File: src/design/dcache_geometry_pkg.sv
package dcache_geometry_pkg;

    // 8 sets x 4 ways x 8-byte blocks over 16 address bits
    localparam int num_sets    = 8;
    localparam int num_ways    = 4;
    localparam int set_bits    = 3;
    localparam int way_bits    = 2;
    localparam int tag_bits    = 10;
    localparam int offset_bits = 3;

    typedef logic [set_bits-1:0] set_idx_t;
    typedef logic [way_bits-1:0] way_idx_t;

    // tree bits {right node, left node, root}
    typedef logic [2:0] plru_bits_t;

    typedef struct packed {
        logic [tag_bits-1:0]    tag;
        set_idx_t               set;
        logic [offset_bits-1:0] offset;
    } cache_addr_t;

    // one block seen at every load and store width
    typedef union packed {
        logic [63:0]            whole;
        logic [1:0][31:0]       words;
        logic [3:0][15:0]       halves;
        logic [7:0][7:0]        bytes;
    } block_data_t;

    typedef struct packed {
        logic                   valid;
        logic [tag_bits-1:0]    tag;
        block_data_t            data;
    } cache_line_t;

endpackage

File: src/design/dcache_bus_pkg.sv
package dcache_bus_pkg;

    typedef enum logic [1:0] {
        mem_byte,
        mem_half,
        mem_word,
        mem_double
    } mem_size_t;

    typedef enum logic [1:0] {
        bus_none,
        bus_load,
        bus_store
    } bus_command_t;

    // zero means no transaction
    typedef logic [3:0] mem_tag_t;

    typedef struct packed {
        logic           valid;
        logic [31:0]    addr;
        mem_size_t      size;
        logic           load_signed;
        logic [5:0]     prf_idx;
        logic [4:0]     rob_idx;
    } load_req_t;

    typedef struct packed {
        logic           valid;
        logic [31:0]    addr;
        mem_size_t      size;
        logic [63:0]    data;
    } store_req_t;

    typedef struct packed {
        logic           valid;
        logic [31:0]    value;
        logic [5:0]     prf_idx;
        logic [4:0]     rob_idx;
    } cdb_result_t;

    typedef struct packed {
        bus_command_t   command;
        logic [31:0]    addr;
        mem_size_t      size;
        logic [63:0]    data;
    } mem_request_t;

    typedef struct packed {
        mem_tag_t       accept_tag;
        mem_tag_t       data_tag;
        logic [63:0]    data;
    } mem_response_t;

endpackage

File: src/design/load_result_format.sv
`timescale 1ns/1ps

module load_result_format (
    input  dcache_bus_pkg::load_req_t           load_req,
    input  logic                                load_hit,
    input  dcache_geometry_pkg::block_data_t    hit_block,
    input  logic                                head_done,
    input  dcache_bus_pkg::load_req_t           head,
    input  dcache_geometry_pkg::block_data_t    head_block,
    output dcache_bus_pkg::cdb_result_t         cdb,
    output logic                                head_retire
);

    dcache_bus_pkg::load_req_t          sel;
    dcache_geometry_pkg::block_data_t   blk;
    logic [7:0]                         byte_val;
    logic [15:0]                        half_val;

    // a hit takes the bus, the done head waits
    assign sel         = load_hit ? load_req : head;
    assign blk         = load_hit ? hit_block : head_block;
    assign head_retire = head_done && !load_hit;

    assign byte_val = blk.bytes[sel.addr[2:0]];
    assign half_val = blk.halves[sel.addr[2:1]];

    always_comb begin
        cdb.valid   = load_hit || head_done;
        cdb.prf_idx = sel.prf_idx;
        cdb.rob_idx = sel.rob_idx;
        case (sel.size)
            dcache_bus_pkg::mem_byte: cdb.value = {{24{sel.load_signed & byte_val[7]}}, byte_val};
            dcache_bus_pkg::mem_half: cdb.value = {{16{sel.load_signed & half_val[15]}}, half_val};
            default:                  cdb.value = blk.words[sel.addr[2]];
        endcase
    end

endmodule

File: config.mk
export PLATFORM = sky130hd
export DESIGN_NAME = load_result_format
export DESIGN_NICKNAME = d
export VERILOG_FILES = /design/src/design/dcache_geometry_pkg.sv /design/src/design/dcache_bus_pkg.sv /design/src/design/load_result_format.sv
export SDC_FILE = /design/constraint.sdc
export NUM_CORES = 1
export LEC_CHECK = 0
export CORE_AREA = 4 4 101 103
export DETAILED_ROUTE_END_ITERATION = 8
export DIE_AREA = 0 0 105 107
export DONT_BUFFER_PORTS = 1
export GPL_ROUTABILITY_DRIVEN = 0
export GPL_TIMING_DRIVEN = 1
export MAX_ROUTING_LAYER = met4
export PLACE_DENSITY = 0.39
export SKIP_LAST_GASP = 1
export SYNTH_ARGS = -nofsm -noshare
export SYNTH_HDL_FRONTEND = slang
export SYNTH_SLANG_ARGS = --single-unit
export TNS_END_PERCENT = 100
File: constraint.sdc
create_clock -name vclk -period 4.16
set_input_delay 0.624 -clock vclk [all_inputs]
set_output_delay 0.624 -clock vclk [all_outputs]
set_load 0.01 [all_outputs]
## Word level (Yosys, flattened, before mapping)

Cells that the tools add are included.

- Register bits after elaboration: 0
- Output and inout bits: 45

- Magnitude comparators: 3
- Equal/unequal tests: 1
- Mux-type cells: 9
- Bitwise logic cells: 2
- Reduce and logical (&&, ||, !) cells: 4

Operators by type and width:

| kind | number |
|---|---|
| 2-to-1 mux 32 bit | 2 |
| 2-to-1 mux 64 bit | 1 |
| one-hot mux 32 bit (2 select lines) | 1 |
| binary-select mux 16 bit (select 2 bit) | 1 |
| binary-select mux 8 bit (select 3 bit) | 1 |
| 2-to-1 mux 17 bit | 1 |
| 2-to-1 mux 16 bit | 1 |
| 2-to-1 mux 8 bit | 1 |
| < comparator 3 x 4 -> 1 bit, second input constant | 1 |
| < comparator 2 x 3 -> 1 bit, second input constant | 1 |
| bitwise AND 1 bit | 2 |
| == test 2 x 1 -> 1 bit, second input constant | 1 |
| logical NOT 2 bit | 1 |
| < comparator 1 x 2 -> 1 bit, second input constant | 1 |
| logical AND 1 bit | 1 |
| logical NOT 1 bit | 1 |
| logical OR 1 bit | 1 |

## Logic depth before layout (Yosys ltp)

Gate-level depths: netlist of run 1.

- Depth after elaboration: 5
- Gate-level depth with buffers: 8

## Least setup slack after synthesis of run 1

No wires, ideal clock.

- Path type: input -> output
- Start: in load_hit
- End: out cdb[16] (netlist bit)
- Arrival time: 2.204 ns
- Setup slack: 1.332 ns
- Stages on the path: 8
- Cell sequence: buf_6 mux2_4 buf_6 buf_6 mux2_4 a222oi_1 a21oi_1 a311o_1

RTL lines:

| what | RTL line | RTL |
|---|---|---|
| start, declared | load_result_format.sv:5 | `input logic load_hit,` |
| end, declared | load_result_format.sv:10 | `output dcache_bus_pkg::cdb_result_t cdb,` |

==> results.sh, run 1 <==
export IMPL_status="complete, no violations"
export IMPL_dr_pass1_iters=6
export IMPL_die_h_um=107
export IMPL_min_from="load_hit"
export IMPL_ys_types=43
export IMPL_grt_max_degree=88
export IMPL_tns_ns=0
export IMPL_crit_start="load_hit"
export IMPL_power_switching_uw=183.1
export IMPL_synth_seq_area_share_pct=0
export IMPL_fin_util_pct=29.80
export IMPL_synthCells=358
export IMPL_min_period_ns=3.322
export IMPL_worst_setup_path_start_kind="input pin"
export IMPL_drive_gt1_share_pct=18.96
export IMPL_cts_hold_buffers_added=0
export IMPL_end_kind="primary output"
export IMPL_power_uw=336.5
export IMPL_viasPerCell=6.299
export IMPL_num_vias=2759
export IMPL_final_hold_viol_count=0
export IMPL_arrival_ns=2.70
export IMPL_core_mm2=0.009196
export IMPL_fin_crit_sh_pct=79.86
export IMPL_hpwl_mm=9.792
export IMPL_max_freq_ghz=0.3010
export IMPL_setup_violations=0
export IMPL_cellLeakagePower_nw=1.085
export IMPL_rsz0062_at_grt="no"
export IMPL_peakVddDrop_uv=34.73
export IMPL_yosysWarnings=0
export IMPL_pwr_share_comb_pct=100.0
export IMPL_maxSlewHeadroom_pct=46.42
export IMPL_crit_required_ns=3.54
export IMPL_powerDensity_mw_per_mm2=122.8
export IMPL_syn_area_per_cell_um2=7.671
export IMPL_n_fill_cell=1014
export IMPL_worstPathMaxFanout=87
export IMPL_regArea_um2=0
export IMPL_min_path_type="in2out"
export IMPL_n_antenna_cell=0
export IMPL_drt_antenna_violating_nets=0
export IMPL_post_cts_setup_buffers=0
export IMPL_fp_dieArea_mm2=0.01124
export IMPL_p_int_uw=153.5
export IMPL_drcViolationCount=0
export IMPL_rows=35
export IMPL_maxCapViolCount=0
export IMPL_die_w_um=105
export IMPL_syn_num_nets=582
export IMPL_grt_usage_pct=20.73
export IMPL_grt_pass1_wl_mm=17.57
export IMPL_post_cts_resized=0
export IMPL_initial_core_util_pct=29.86
export IMPL_finalMaxSlewViolations=0
export IMPL_grt_pass1_vias=2759
export IMPL_pwr_share_clk_pct=0
export IMPL_drtIter0Drc=188
export IMPL_wl_per_cell_um=28.03
export IMPL_design_seq_count=0
export IMPL_grt_antenna_before_repair=0
export IMPL_swShare_pct=54.40
export IMPL_fin_nets=553
export IMPL_netlist_area_mm2=0.002746
export IMPL_n_clock_buffer=0
export IMPL_pwr_share_seq_pct=0
export IMPL_port_buffers=0
export IMPL_worst_pin_slew_ns=0.7983
export IMPL_drt_wl_total_mm=12.28
export IMPL_grt_ovfl_total=0
export IMPL_crit_type="in2out"
export IMPL_syn2layout_area_growth_pct=-0.2277
export IMPL_io_pins=269
## power by group through the flow
stage	clock (mW)	combinational (mW)	sequential [mW]
finish	0	0.337	0
global route	0	0.367	0
CTS	0	0.342	0
detailed placement	0	0.342	0
global placement	0	0.341	0
floorplan	0	0.307	0
## critical path, stage by stage
cell	delay [ns]
mux2i_1	0.52
mux2i_1	0.19
mux2_2	0.33
o211ai_2	0.65
o21ai_0	0.36
## worst paths after layout
path / endpoint / slack, ns / cells past startpoint
hold / removal: head_retire / 1.34 / 1
setup / recovery: cdb[42] / 0.84 / 5
## cell families after synthesis
group / after synthesis / share of synthesized area [%]
AOI/OAI and AO/OA: 93 / 26.51
buffers and inverters: 36 / 6.514
muxes: 107 / 47.15
and+or+nand+nor: 122 / 19.82
## metrics by stage
stage	area [um^2]	cells	setup slack [ns]	hold slack [ns]
after floorplan	2746	358	1.332	1.352
after global placement	2740	438	0.8303	1.313
after detailed placement	2740	438	0.8594	1.313
after CTS	2740	438	0.8672	1.313
after global routing	2740	438	0.7454	1.333
final	2740	438	0.8378	1.341
## metal layers
metal | share of wire, % | GRT usage, %
met2 | 46 | 32.81
met1 | 42 | 27.59
met4 | 0.23 | 0.1874
met3 | 12 | 6.683
met5 | 0 | -
## area by class of cell
cell class	instances	area, um^2	area share [%]
inverter	1	3.754	0.1370
multi-input combinational	322	2567	93.70
tap	111	138.9	5.068
timing repair buffer	4	30.03	1.096
## synth_stat cells
library cell / n / area [um^2]
buf_6: 3 / 33.78
buf_1: 6 / 22.52
mux2_2: 31 / 349.1
a211oi_1: 20 / 150.1
a31oi_1: 5 / 31.28
a2111oi_2: 4 / 60.06
o2111a_2: 1 / 12.51
or3_1: 1 / 6.260
a21o_1: 1 / 7.510
mux4_2: 11 / 247.7
nand2_1: 81 / 304.0
and2_0: 3 / 18.77
and2_1: 3 / 18.77
mux2_4: 7 / 105.1
nor2_1: 5 / 18.77
o21ai_1: 1 / 5.000
a311o_1: 6 / 60.06
a21bo_2: 1 / 10.01
o211ai_1: 1 / 7.510
nor3b_1: 1 / 7.510
nand2b_1: 1 / 6.260
a32o_1: 1 / 10.01
clkbuf_1: 9 / 33.78
a222oi_1: 6 / 60.06
a41oi_1: 5 / 43.79
nor3_1: 1 / 5.000
inv_1: 1 / 3.750
o211ai_2: 1 / 12.51
a2111oi_0: 1 / 8.760
buf_2: 17 / 85.08
and4b_1: 1 / 10.01
a22o_1: 1 / 8.760
a21oi_1: 17 / 85.08
o311a_1: 1 / 10.01
a221o_1: 7 / 70.07
o21ai_0: 9 / 45.04
a211o_1: 2 / 17.52
or2_2: 1 / 6.260
nand3_1: 6 / 30.03
mux2i_4: 1 / 22.52
mux2i_1: 57 / 570.6
nor2b_1: 18 / 112.6
o22ai_1: 2 / 12.51
## cells in the final DEF, fill, tap and decap left out, types with 2 or more instances in the layout
| cell | netlist | final |
|---|---|---|
| nor2b_1 | 18 | 18 |
| a311o_1 | 6 | 6 |
| buf_4 | 0 | 4 |
| a41oi_1 | 5 | 5 |
| a221o_1 | 7 | 7 |
| a211o_1 | 2 | 2 |
| and2_1 | 3 | 3 |
| mux2_4 | 7 | 7 |
| nand3_1 | 6 | 6 |
| mux2i_1 | 57 | 57 |
| nand2_1 | 81 | 81 |
| nor2_1 | 5 | 5 |
| a2111oi_2 | 4 | 4 |
| a222oi_1 | 6 | 6 |
| o22ai_1 | 2 | 2 |
| a211oi_1 | 20 | 20 |
| mux4_2 | 11 | 11 |
| a21oi_1 | 17 | 17 |
| o21ai_0 | 9 | 9 |
| mux2_2 | 31 | 31 |
| and2_0 | 3 | 3 |
| a31oi_1 | 5 | 5 |
Power figures use the tool's default switching activity.
==> run 2: changes to the inputs <==
clock period = 3.3 ns   (was 4.16 ns; I/O delays follow)
==> results.sh, run 2 (same netlist as run 1, synthesis figures left out) <==
export IMPL_layout_common_cells="nand2_1, mux2i_1, mux2_2, a211oi_1, nor2b_1"
export IMPL_busiest_layer="met2"
export IMPL_design_seq_count=0
export IMPL_grt_max_degree=88
export IMPL_rows=35
export IMPL_wl_per_cell_um=27.85
export IMPL_post_cts_setup_buffers=0
export IMPL_drcViolationCount=0
export IMPL_worst_pin_slew_ns=0.7427
export IMPL_setup_ws_ns=0.4514
export IMPL_peakVddDrop_uv=38.84
export IMPL_setup_violations=0
export IMPL_drt_antenna_violating_nets=0
export IMPL_regArea_um2=0
export IMPL_core_mm2=0.009196
export IMPL_worstPathMaxFanout=87
export IMPL_final_area_mm2=0.002763
export IMPL_pwr_share_clk_pct=0
export IMPL_cellLeakagePower_nw=1.098
export IMPL_finalMaxSlewViolations=0
export IMPL_min_path_cells=1
export IMPL_max_freq_ghz=0.3510
export IMPL_fin_crit_sh_pct=86.32
export IMPL_pwr_share_comb_pct=100.0
export IMPL_n_antenna_cell=0
export IMPL_arrival_ns=2.35
export IMPL_grt_pass1_vias=2861
export IMPL_hpwl_mm=9.930
export IMPL_drtIter0Drc=217
export IMPL_power_switching_uw=232.6
export IMPL_grt_antenna_before_repair=0
export IMPL_n_clock_buffer=0
export IMPL_maxCapViolCount=0
export IMPL_powerDensity_mw_per_mm2=155.5
export IMPL_pwr_share_seq_pct=0
export IMPL_die_w_um=105
export IMPL_die_h_um=107
export IMPL_power_uw=429.7
export IMPL_grt_pass1_wl_mm=17.75
export IMPL_rsz0062_at_grt="no"
export IMPL_post_dp_cell_area_mm2=0.002763
export IMPL_crit_type="in2out"
export IMPL_grt_usage_pct=20.73
export IMPL_fin_nets=556
export IMPL_grt_use_met3_pct=5.539
export IMPL_use_met1_pct=28.28
export IMPL_min_period_ns=2.849
export IMPL_maxSlewHeadroom_pct=50.48
export IMPL_io_pins=269
export IMPL_min_path_type="in2out"
export IMPL_syn2layout_area_growth_pct=0.5923
export IMPL_fin_util_pct=30.04
export IMPL_tns_ns=0
export IMPL_end_kind="primary output"
export IMPL_dr_pass1_iters=5
export IMPL_crit_required_ns=2.80
export IMPL_status="complete, no violations"
export IMPL_initial_core_util_pct=29.86
export IMPL_drt_wl_total_mm=12.28
export IMPL_p_int_uw=197.1
export IMPL_swShare_pct=54.13
export IMPL_post_cts_resized=0
export IMPL_use_met2_pct=31.99
export IMPL_pre_cts_ws_ns=0.4746
export IMPL_viasPerCell=6.283
export IMPL_port_buffers=0
export IMPL_num_vias=2771
export IMPL_fp_dieArea_mm2=0.01124
export IMPL_final_common_cell="nand2_1"
export IMPL_worst_setup_path_start_kind="input pin"
export IMPL_final_hold_viol_count=0
export IMPL_cts_hold_buffers_added=0
export IMPL_grt_ovfl_total=0
export IMPL_drive_gt1_share_pct=19.70
run 2: cell count changes in the layout (fill, tap and decap cells not counted):
cell,previous run,this run
buf_4,4,7
run 2: area by class of cell:
| type | count | area (um^2) |
|---|---|---|
| inverter | 1 | 3.754 |
| tap | 111 | 138.9 |
| multi-input combinational | 322 | 2567 |
| fill | 1011 | 6434 |
| timing repair buffer | 7 | 52.55 |
run 2: metal layers:
metal | vias to the layer above | wire length [um]
met3 | 6 | 1174
met1 | 1281 | 5462
met2 | 156 | 5572
li1 | 1328 | -
met5 | - | 0
met4 | 0 | 74
run 2: worst max-delay path, stage by stage:
cell,delay (ns)
mux2_4,0.44
buf_4,0.25
mux2_2,0.34
a222oi_1,0.28
a21oi_1,0.18
a311o_1,0.35
run 2: worst paths after layout:
kind	from	to	slack [ns]
worst min-delay path	head_done	cdb[43]	1.10
worst max-delay path	load_hit	cdb[15]	0.45
run 2: power groups by stage:
stage	registers (mW)	clock network [mW]	logic, mW
floorplan	0	0	0.387
global placement	0	0	0.433
detailed placement	0	0	0.434
CTS	0	0	0.434
global route	0	0	0.465
finish	0	0	0.430
run 2: metrics by stage:
step,hold slack [ns],std cells
CTS,1.053,441
floorplan,1.094,358
global route,1.099,441
detailed placement,1.057,441
global placement,1.055,441
finish,1.098,441
