**config.mk**
```make
export PLATFORM = sky130hd
export DESIGN_NAME = load_miss_buffer
export DESIGN_NICKNAME = d
export VERILOG_FILES = /design/src/design/dcache_geometry_pkg.sv /design/src/design/dcache_bus_pkg.sv /design/src/design/load_miss_buffer.sv
export SDC_FILE = /design/constraint.sdc
export NUM_CORES = 1
export LEC_CHECK = 0
export ABC_AREA = 1
export BUFFER_PORTS_ARGS = -buffer_cell sky130_fd_sc_hd__buf_4
export CAP_MARGIN = 25
export CORE_MARGIN = 4
export CORE_UTILIZATION = 36
export DETAILED_ROUTE_END_ITERATION = 6
export GPL_TIMING_DRIVEN = 0
export HOLD_SLACK_MARGIN = 0.08
export PLACE_DENSITY = 0.65
export SKIP_CTS_REPAIR_TIMING = 1
export SLEW_MARGIN = 30
export SYNTH_ARGS = -nofsm -noshare
export SYNTH_HDL_FRONTEND = slang
export SYNTH_SLANG_ARGS = --single-unit
```
**constraint.sdc**
```tcl
create_clock -name clock -period 9 [get_ports clock]
set_clock_uncertainty 0.1 [all_clocks]
set_input_delay 1.8 -clock clock [delete_from_list [all_inputs] [get_ports clock]]
set_output_delay 1.8 -clock clock [all_outputs]
set_load 0.01 [all_outputs]
```
**src/design/dcache_geometry_pkg.sv**
```systemverilog
package dcache_geometry_pkg;

    // 8 sets x 4 ways x 8-byte blocks over 16 address bits
    localparam int num_sets    = 8;
    localparam int num_ways    = 4;
    localparam int set_bits    = 3;
    localparam int way_bits    = 2;
    localparam int tag_bits    = 10;
    localparam int offset_bits = 3;

    typedef logic [set_bits-1:0] set_idx_t;
    typedef logic [way_bits-1:0] way_idx_t;

    // tree bits {right node, left node, root}
    typedef logic [2:0] plru_bits_t;

    typedef struct packed {
        logic [tag_bits-1:0]    tag;
        set_idx_t               set;
        logic [offset_bits-1:0] offset;
    } cache_addr_t;

    // one block seen at every load and store width
    typedef union packed {
        logic [63:0]            whole;
        logic [1:0][31:0]       words;
        logic [3:0][15:0]       halves;
        logic [7:0][7:0]        bytes;
    } block_data_t;

    typedef struct packed {
        logic                   valid;
        logic [tag_bits-1:0]    tag;
        block_data_t            data;
    } cache_line_t;

endpackage

```
**src/design/dcache_bus_pkg.sv**
```systemverilog
package dcache_bus_pkg;

    typedef enum logic [1:0] {
        mem_byte,
        mem_half,
        mem_word,
        mem_double
    } mem_size_t;

    typedef enum logic [1:0] {
        bus_none,
        bus_load,
        bus_store
    } bus_command_t;

    // zero means no transaction
    typedef logic [3:0] mem_tag_t;

    typedef struct packed {
        logic           valid;
        logic [31:0]    addr;
        mem_size_t      size;
        logic           load_signed;
        logic [5:0]     prf_idx;
        logic [4:0]     rob_idx;
    } load_req_t;

    typedef struct packed {
        logic           valid;
        logic [31:0]    addr;
        mem_size_t      size;
        logic [63:0]    data;
    } store_req_t;

    typedef struct packed {
        logic           valid;
        logic [31:0]    value;
        logic [5:0]     prf_idx;
        logic [4:0]     rob_idx;
    } cdb_result_t;

    typedef struct packed {
        bus_command_t   command;
        logic [31:0]    addr;
        mem_size_t      size;
        logic [63:0]    data;
    } mem_request_t;

    typedef struct packed {
        mem_tag_t       accept_tag;
        mem_tag_t       data_tag;
        logic [63:0]    data;
    } mem_response_t;

endpackage

```
**src/design/load_miss_buffer.sv**
```systemverilog
`timescale 1ns/1ps

module load_miss_buffer #(
    parameter int load_buffer_depth = 8
) (
    input  logic                                clock,
    input  logic                                reset,
    input  logic                                flush,
    input  dcache_bus_pkg::load_req_t           load_req,
    input  logic                                load_hit,
    input  dcache_bus_pkg::store_req_t          store_req,
    input  dcache_bus_pkg::mem_response_t       mem_response,
    input  logic                                head_retire,
    output dcache_bus_pkg::mem_request_t        mem_request,
    output logic                                head_done,
    output dcache_bus_pkg::load_req_t           head,
    output dcache_geometry_pkg::block_data_t    head_block,
    output logic                                full
);

    localparam int ptr_bits = $clog2(load_buffer_depth);

    typedef struct packed {
        logic                               valid;
        logic                               done;
        dcache_bus_pkg::mem_tag_t           mem_tag;
        dcache_bus_pkg::load_req_t          req;
        dcache_geometry_pkg::block_data_t   data;
    } entry_t;

    entry_t                 entries [load_buffer_depth];
    logic [ptr_bits-1:0]    head_ptr, tail_ptr, send_ptr;
    logic                   allocate, read_pending, read_accepted;

    assign full       = (head_ptr == tail_ptr) && entries[head_ptr].valid;
    assign head_done  = entries[head_ptr].valid && entries[head_ptr].done;
    assign head       = entries[head_ptr].req;
    assign head_block = entries[head_ptr].data;

    assign allocate = load_req.valid && !load_hit && !full;

    // tag stays zero until memory accepts the read
    assign read_pending  = entries[send_ptr].valid && entries[send_ptr].mem_tag == '0;
    assign read_accepted = !store_req.valid && read_pending && mem_response.accept_tag != '0;

    // stores win the memory port in their own cycle
    always_comb begin
        mem_request = '0;
        if (store_req.valid) begin
            mem_request.command = dcache_bus_pkg::bus_store;
            mem_request.addr    = store_req.addr;
            mem_request.size    = store_req.size;
            mem_request.data    = store_req.data;
        end else if (read_pending) begin
            mem_request.command = dcache_bus_pkg::bus_load;
            mem_request.addr    = {entries[send_ptr].req.addr[31:3], 3'b000};
            mem_request.size    = dcache_bus_pkg::mem_double;
        end
    end

    always_ff @(posedge clock) begin
        if (reset || flush) begin
            for (int i = 0; i < load_buffer_depth; i++) begin
                entries[i].valid   <= 1'b0;
                entries[i].done    <= 1'b0;
                entries[i].mem_tag <= '0;
            end
            head_ptr <= '0;
            tail_ptr <= '0;
            send_ptr <= '0;
        end else begin
            // returned block goes to whichever entry holds its tag
            for (int i = 0; i < load_buffer_depth; i++) begin
                if (entries[i].valid && !entries[i].done && entries[i].mem_tag != '0 &&
                        entries[i].mem_tag == mem_response.data_tag) begin
                    entries[i].done <= 1'b1;
                    entries[i].data <= mem_response.data;
                end
            end
            if (read_accepted) begin
                entries[send_ptr].mem_tag <= mem_response.accept_tag;
                send_ptr <= send_ptr + 1'b1;
            end
            if (allocate) begin
                entries[tail_ptr].valid   <= 1'b1;
                entries[tail_ptr].done    <= 1'b0;
                entries[tail_ptr].mem_tag <= '0;
                entries[tail_ptr].req     <= load_req;
                tail_ptr <= tail_ptr + 1'b1;
            end
            if (head_retire) begin
                entries[head_ptr].valid <= 1'b0;
                head_ptr <= head_ptr + 1'b1;
            end
        end
    end

endmodule

```
Word level (Yosys, flattened, before mapping)

Memories as Yosys holds them, arrays and structs flattened. A register that Yosys moved wholly into a read port is not among the register bits.
Index checks and enable logic that the tools add are counted.

Multiplexer cells: 50
Equal/unequal tests: 9
Reduce and logical (&&, ||, !) cells: 53
Add/subtract/negate cells: 3
Bitwise gates (word level): 8

Operators with widths:

| cell                                        | number |
|---|---|
| two-way mux 64 bit                          | 1 |
| two-way mux 1 bit                           | 43 |
| two-way mux 36 bit                          | 1 |
| nonzero test 4 bit                          | 9 |
| two-way mux 35 bit                          | 1 |
| equality test 4 bit                         | 8 |
| logical AND 1 bit                           | 31 |
| two-way mux 3 bit                           | 4 |
| logical NOT 1 bit                           | 11 |
| adder 3 x 1 -> 3 bit, second input constant | 3 |
| OR 1 bit                                    | 8 |
| logical NOT 4 bit                           | 1 |
| equality test 3 bit                         | 1 |
| logical OR 1 bit                            | 1 |

Output and inout port bits: 213
Word-level logic and storage cells: 127
RAM bits: 936
Memories kept: 1
Flip-flop bits (word level): 9
Input bits: 223

Memories:

| memory  | words | width | read ports | clocked after Yosys merged registers in | write ports | RTL line               | text |
|---|---|---|---|---|---|---|---|
| entries | 8     | 117   | 10         | 2                                       | 11          | load_miss_buffer.sv:31 | `entry_t entries [load_buffer_depth];` |

Longest topological paths before layout

Gate-level depths: netlist of run 1.
An unclocked memory read counts as a cell.

Word-level depth: 9
Depth in mapped cells: 16
Mapped depth without buffers: 14

Least setup slack after synthesis of run 1

OpenSTA, ideal clock, no wires.

Path type: input -> register
From: input port mem_response[66] (netlist name)
To: memory entries[7][0] (netlist name), enable pin
Setup time: 0.646 ns
Arrival: 8.572 ns
Path slack: -0.318 ns
Stages: 4
Required time: 8.254 ns
Path buffers: 1
Cell sequence: buf_2 clkinv_1 a221o_1 nor4_1

RTL lines:

| what               | RTL line               | text |
|---|---|---|
| start: declaration | load_miss_buffer.sv:12 | `input dcache_bus_pkg::mem_response_t mem_response,` |
| end: declaration   | load_miss_buffer.sv:31 |  |

==> flow_summary.toml, run 1 <==
[grt]
track_usage_pct = 22.8
grt_pass1_vias = 33800
grt_start_max_net_pins = 43
grt_pass1_wl_mm = 215
grt_overflow = 0
antenna_found_initial = 9

[timing]
rsz0062_at_grt = "false"
clock.fmax_mhz = 163
finalCritPeriodShare_pct = 68.4
finalHoldViolCount = 0
fin_tns_setup_ns = 0
relSlewSlack_pct = 31.3
tightest_slew_ns = 1.03
final.min_clock_period_ns = 6.15
hold_ws_ns = 0.378
slew_violations = 0
finalSetupViolations = 0

[logic_synthesis]
synth_top_area_cell = "edfxtp_1"
yosysMostFrequentCell = "nor2_1"
synthArstFlopShare_pct = 0
synth_top_area_share_pct = 62.2
yosys-top-cells-area = "edfxtp_1, nor2_1, o21ai_0"
yosys_warnings = 0
synth_common_cells = "nor2_1, edfxtp_1, o21ai_0"
synth-edff-count = 888
synthDistinctLibCells = 42
synth-seq-cells = 951
ys.flop_type = "edfxtp_1"
yosysSeqAreaShare_pct = 65.2
synthCells = 4314
syn-num-nets = 4540
syn-cell-area_mm2 = 0.0428
synth.avg_cell_area_um2 = 9.93

[placement]
place_area_mm2 = 0.0491
post-dp-hpwl_mm = 106
portBuffers = 430
place_congestion = 0.923

[floorplan]
fp.dieH_um = 353
die_area_mm2 = 0.125
core_mm2 = 0.118
die_w_um = 353
row_count = 126
ioPinCount = 436
initial_core_util_pct = 36.3

[cells_and_area]
multiInputGateArea_mm2 = 0.0123
area_delta_synth_final_pct = 22.3
drive_gt1_share_pct = 14.9
seqCellArea_mm2 = 0.0279
final_cell_area_mm2 = 0.0524
n_fill_cell = 11000
fin_util_pct = 44.4
nets = 5127

[drt]
ant_nets = 0
dr.pass1.iters = 7
wl_per_cell_um = 22.9
wl_mm = 149
route.detailed.drc = 0
via_per_inst = 5.40
via_count = 35200
drtIter0Drc = 4190

[setup_path]
start_kind = "register"
path_max_fanout = 10
cpPeakStageDelay_ns = 0.79
path_cells = "clkbuf_2, clkbuf_1, clkbuf_1, o211ai_1, a31oi_1, buf_4"
path_class = "reg2out"
crit_slowest_cell = "clkbuf_1"
crit_required_ns = 7.10
cp-end-kind = "output port"
critPathTopFamily = "buffers and inverters"
path_buf_inv = 4
path_depth = 6
critPathArrivalTime_ns = 4.25
cp_common_cell = "clkbuf_1"
r2r_cells = 15

[hold_path]
worstHoldPathType = "reg2reg"
hold_depth = 2

[clock_tree]
tritoncts = "built"
clk_pin_slew_ns = 0.06
cts_root_buf = "clkbuf_16"
clockBufferDepth = 3
clock_latency_ns = 0.67
htree_num_levels = 3
cts_sinks = 951
cts_buffers = 99

[power_and_ir_drop]
p_total_mw = 9.65
leakage_nw = 20.4
worst_ir_drop_vdd_mv = 0.142
power_density_mw_per_mm2 = 184

[job]
maxCapViolations = 0

[outcome]
outcome = "finished, final reports clean"
==> routing by layer <==
layer	track usage (%)	vias up	wire [µm]
li1	-	16000	-
met1	30.5	17000	59300
met2	36.5	1987	69200
met3	4.65	305	15200
met4	9.39	2	5600
met5	0	-	20
==> cells in the final DEF, fill, tap and decap left out, types with 4 or more instances in the layout <==
master     synthesis  layout
nor2_1          1133    1131
buf_1             28      28
nand2_1          374     374
clkinv_2           0      17
nor3_1            32      32
o31ai_1            5       5
diode_2            0       9
nand4_1            8       8
bufinv_16          0      11
o211ai_1          37      37
clkbuf_2           0      10
a31oi_1          111     111
inv_2             13      13
xor2_1             5       5
buf_16             0      26
edfxtp_1         888     888
clkinv_1           3      26
nor2_4             7       9
buf_6             20      25
inv_4              0       5
inv_1            348     343
xnor2_1            4       4
a21oi_1          216     216
o21bai_1           5       5
o22ai_1           84      84
nor2_2            20      20
o2111ai_1          4       4
nand3_1           46      46
o21ai_0          593     593
buf_4              2     453
clkbuf_1         213     222
buf_2             24      24
dfxtp_1           63      63
clkbuf_16          0     101
==> cells by family after synthesis <==
group | after synthesis | share of synthesized area, %
AOI/OAI and AO/OA | 1064 | 13.4
xor gates and xnor gates | 9 | 0.184
adders and majority gates | 3 | 0.0876
buffers and inverters | 651 | 6.14
DFF | 951 | 65.2
and+or+nand+nor | 1636 | 15.0
==> state kept, by name (all words and copies together), names as in the netlist, named ones only <==
signal / cells
send_ptr: 3
entries: 936
tail_ptr: 3
head_ptr: 3
==> path summary, 6_finish.rpt <==
check / startpoint / to / slack, ns
max: register / head[22] / 2.85
min: entries[0][116] / entries[0][116] / 0.38
max reg2reg: register / entries[6][84] / 5.71
min reg2reg: entries[0][116] / entries[0][116] / 0.38
==> worst reg2reg max path, cell delays in order, from the launching register on <==
cell      delay, ns
dfxtp_1        0.30
buf_6          0.13
buf_6          0.19
o211ai_2       0.16
nand2_1        0.07
nand2_1        0.05
nand2_1        0.08
nand2_2        0.14
nand2_2        0.17
inv_2          0.15
nand3_4        0.15
nor2_4         0.60
buf_16         0.26
inv_2          0.07
clkbuf_1       0.32
nor2_1         0.18
==> cell type report <==
type,count,area share (%)
sequential,951,53.3
buffer,287,2.44
inverter,364,2.63
antenna,9,0.0430
clock inverter,62,1.24
timing repair buffer,486,8.08
clock buffer,122,5.01
tap,1536,3.67
multi-input combinational,2712,23.6
==> report_power, final <==
group	internal, mW	switching, mW	leakage [nW]
logic	0.249	0.450	9.33
registers	4.79	0.00474	9.43
clock network	2.40	1.77	1.59
==> metrics by stage <==
stage          setup slack, ns  std cells
3_3_place_gp             -1.81       6280
3_5_place_dp              3.44       6336
6_report                  2.85       6529
5_1_grt                   2.66       6525
4_1_cts                   2.81       6520
2_1_floorplan             2.41       4314
(Power assumes the default switching activity.)
==> run 2, diff against run 1 <==
PLACE_DENSITY = 0.63   (was 0.65)
clock period = 6.25 ns   (was 9 ns; I/O delays follow)
==> flow_summary.toml, run 2 (synthesized netlist as in run 1, its figures left out) <==
[clock_tree]
clock_latency_ns = 0.69
tritoncts = "built"
clockBufferDepth = 3
clk_pin_slew_ns = 0.06
cts_root_buf = "clkbuf_16"
cts_sinks = 951
htree_num_levels = 3
cts_buffers = 99

[timing]
relSlewSlack_pct = 29.4
slew_violations = 0
setup_slack_ns = 0.602
finalHoldViolCount = 0
hold_ws_ns = 0.373
rsz0062_at_grt = "false"
fin_tns_setup_ns = 0
tightest_slew_ns = 1.06
clock.fmax_mhz = 177
finalCritPeriodShare_pct = 90.4
final.min_clock_period_ns = 5.65
finalSetupViolations = 0

[setup_path]
crit_required_ns = 4.90
rr_endpoint = "entries[2][84]"
crit_slowest_cell = "clkbuf_1"
path_class = "reg2out"
r2r_cells = 17
endpoint = "head[46]"
path_max_fanout = 10
path_cells = "buf_6, buf_6, buf_2, clkbuf_1, clkbuf_1, nor2_1, nor2_1, o21ai_0, a31oi_1, buf_4"
start_kind = "register"
regToRegSetupSlack_ns = 2.79
cp-end-kind = "output port"
critPathArrivalTime_ns = 4.30
cpPeakStageDelay_ns = 0.82

[drt]
route.detailed.drc = 0
dr.pass1.iters = 5
ant_nets = 0
via_count = 35200
wl_mm = 151
wl_per_cell_um = 23.1
drtIter0Drc = 4209
via_per_inst = 5.39

[cells_and_area]
nets = 5126
final_common_cell = "nor2_1"
final_cell_mix = "nor2_1, edfxtp_1, o21ai_0"
area_delta_synth_final_pct = 22.0
drive_gt1_share_pct = 14.8
fin_util_pct = 44.3
top_register = "entries"
fin_cells = 6521
largest_reg_flops = 936

[grt]
antenna_found_initial = 8
grt_overflow = 0
track_usage_pct = 23.2
grt_pass1_wl_mm = 218
grt_pass1_vias = 33700
grt_start_max_net_pins = 49

[floorplan]
row_count = 126
die_area_mm2 = 0.125
fp.dieH_um = 353
core_mm2 = 0.118
ioPinCount = 436
initial_core_util_pct = 36.3
die_w_um = 353

[outcome]
outcome = "finished, final reports clean"

[power_and_ir_drop]
power_density_mw_per_mm2 = 263
worst_ir_drop_vdd_mv = 0.189
leakage_nw = 20.3

[placement]
portBuffers = 430
dp_slack_ns = 1.39
post-dp-hpwl_mm = 106
dp_cells = 6335
place_congestion = 0.914

[hold_path]
worstHoldPathType = "reg2reg"

[job]
maxCapViolations = 0
[run 2: cell types whose count changed in the layout (fill, tap and decap cells not counted), sizes merged]
cell and delta:
buf -1, inv -1, clkbuf -1, diode -5
bufinv -3, clkinv +4, clkinvlp -1
[run 2: power breakdown]
part           internal (mW)  switching (mW)  leakage (nW)
combinational          0.359           0.644          9.33
clock                   3.29            2.53          1.54
sequential              6.89         0.00683          9.43
total                   10.5            3.18          20.3
[run 2: stage by stage]
stage,power [mW],cell area [µm²]
after floorplan,7.47,42900
after global placement,8.01,48000
after detailed placement,8.03,49100
after CTS,13.8,52200
after global routing,14.1,52200
final,13.7,52300
[run 2: how the worst min path moves through the flow]
stage | slack (ns) | start | end | depth (start not counted)
after detailed placement | 0.36 | entries[0][116] | entries[0][116] | 2
after global routing | 0.38 | entries[0][116] | entries[0][116] | 2
after global placement | 0.36 | entries[0][116] | entries[0][116] | 2
after floorplan | 0.35 | entries[0][116] | entries[0][116] | 2
final | 0.37 | entries[0][116] | entries[0][116] | 2
after CTS | 0.37 | entries[0][116] | entries[0][116] | 2
[run 2: final cells by class]
type	count	area, µm²
timing repair buffer	485	4230
sequential	951	27900
clock inverter	61	556
clock buffer	121	2600
tap	1536	1920
inverter	364	1390
fill	11100	65800
buffer	287	1280
multi-input combinational	2712	12300
antenna	4	10.0
[run 2: critical path: cells and delay by family (launching register included)]
kind | cells | cell delay (ns)
buf+inv | 6 | 2.37
compound gates | 2 | 0.70
flops | 1 | 0.33
simple gates | 2 | 0.21
[run 2: metal layers]
metal / track usage (%) / wire length (µm) / vias up
li1: - / - / 16000
met1: 31.1 / 60800 / 17100
met2: 37.5 / 70300 / 1797
met3: 4.77 / 14200 / 276
met4: 8.45 / 5210 / 4
met5: 0 / 28 / -
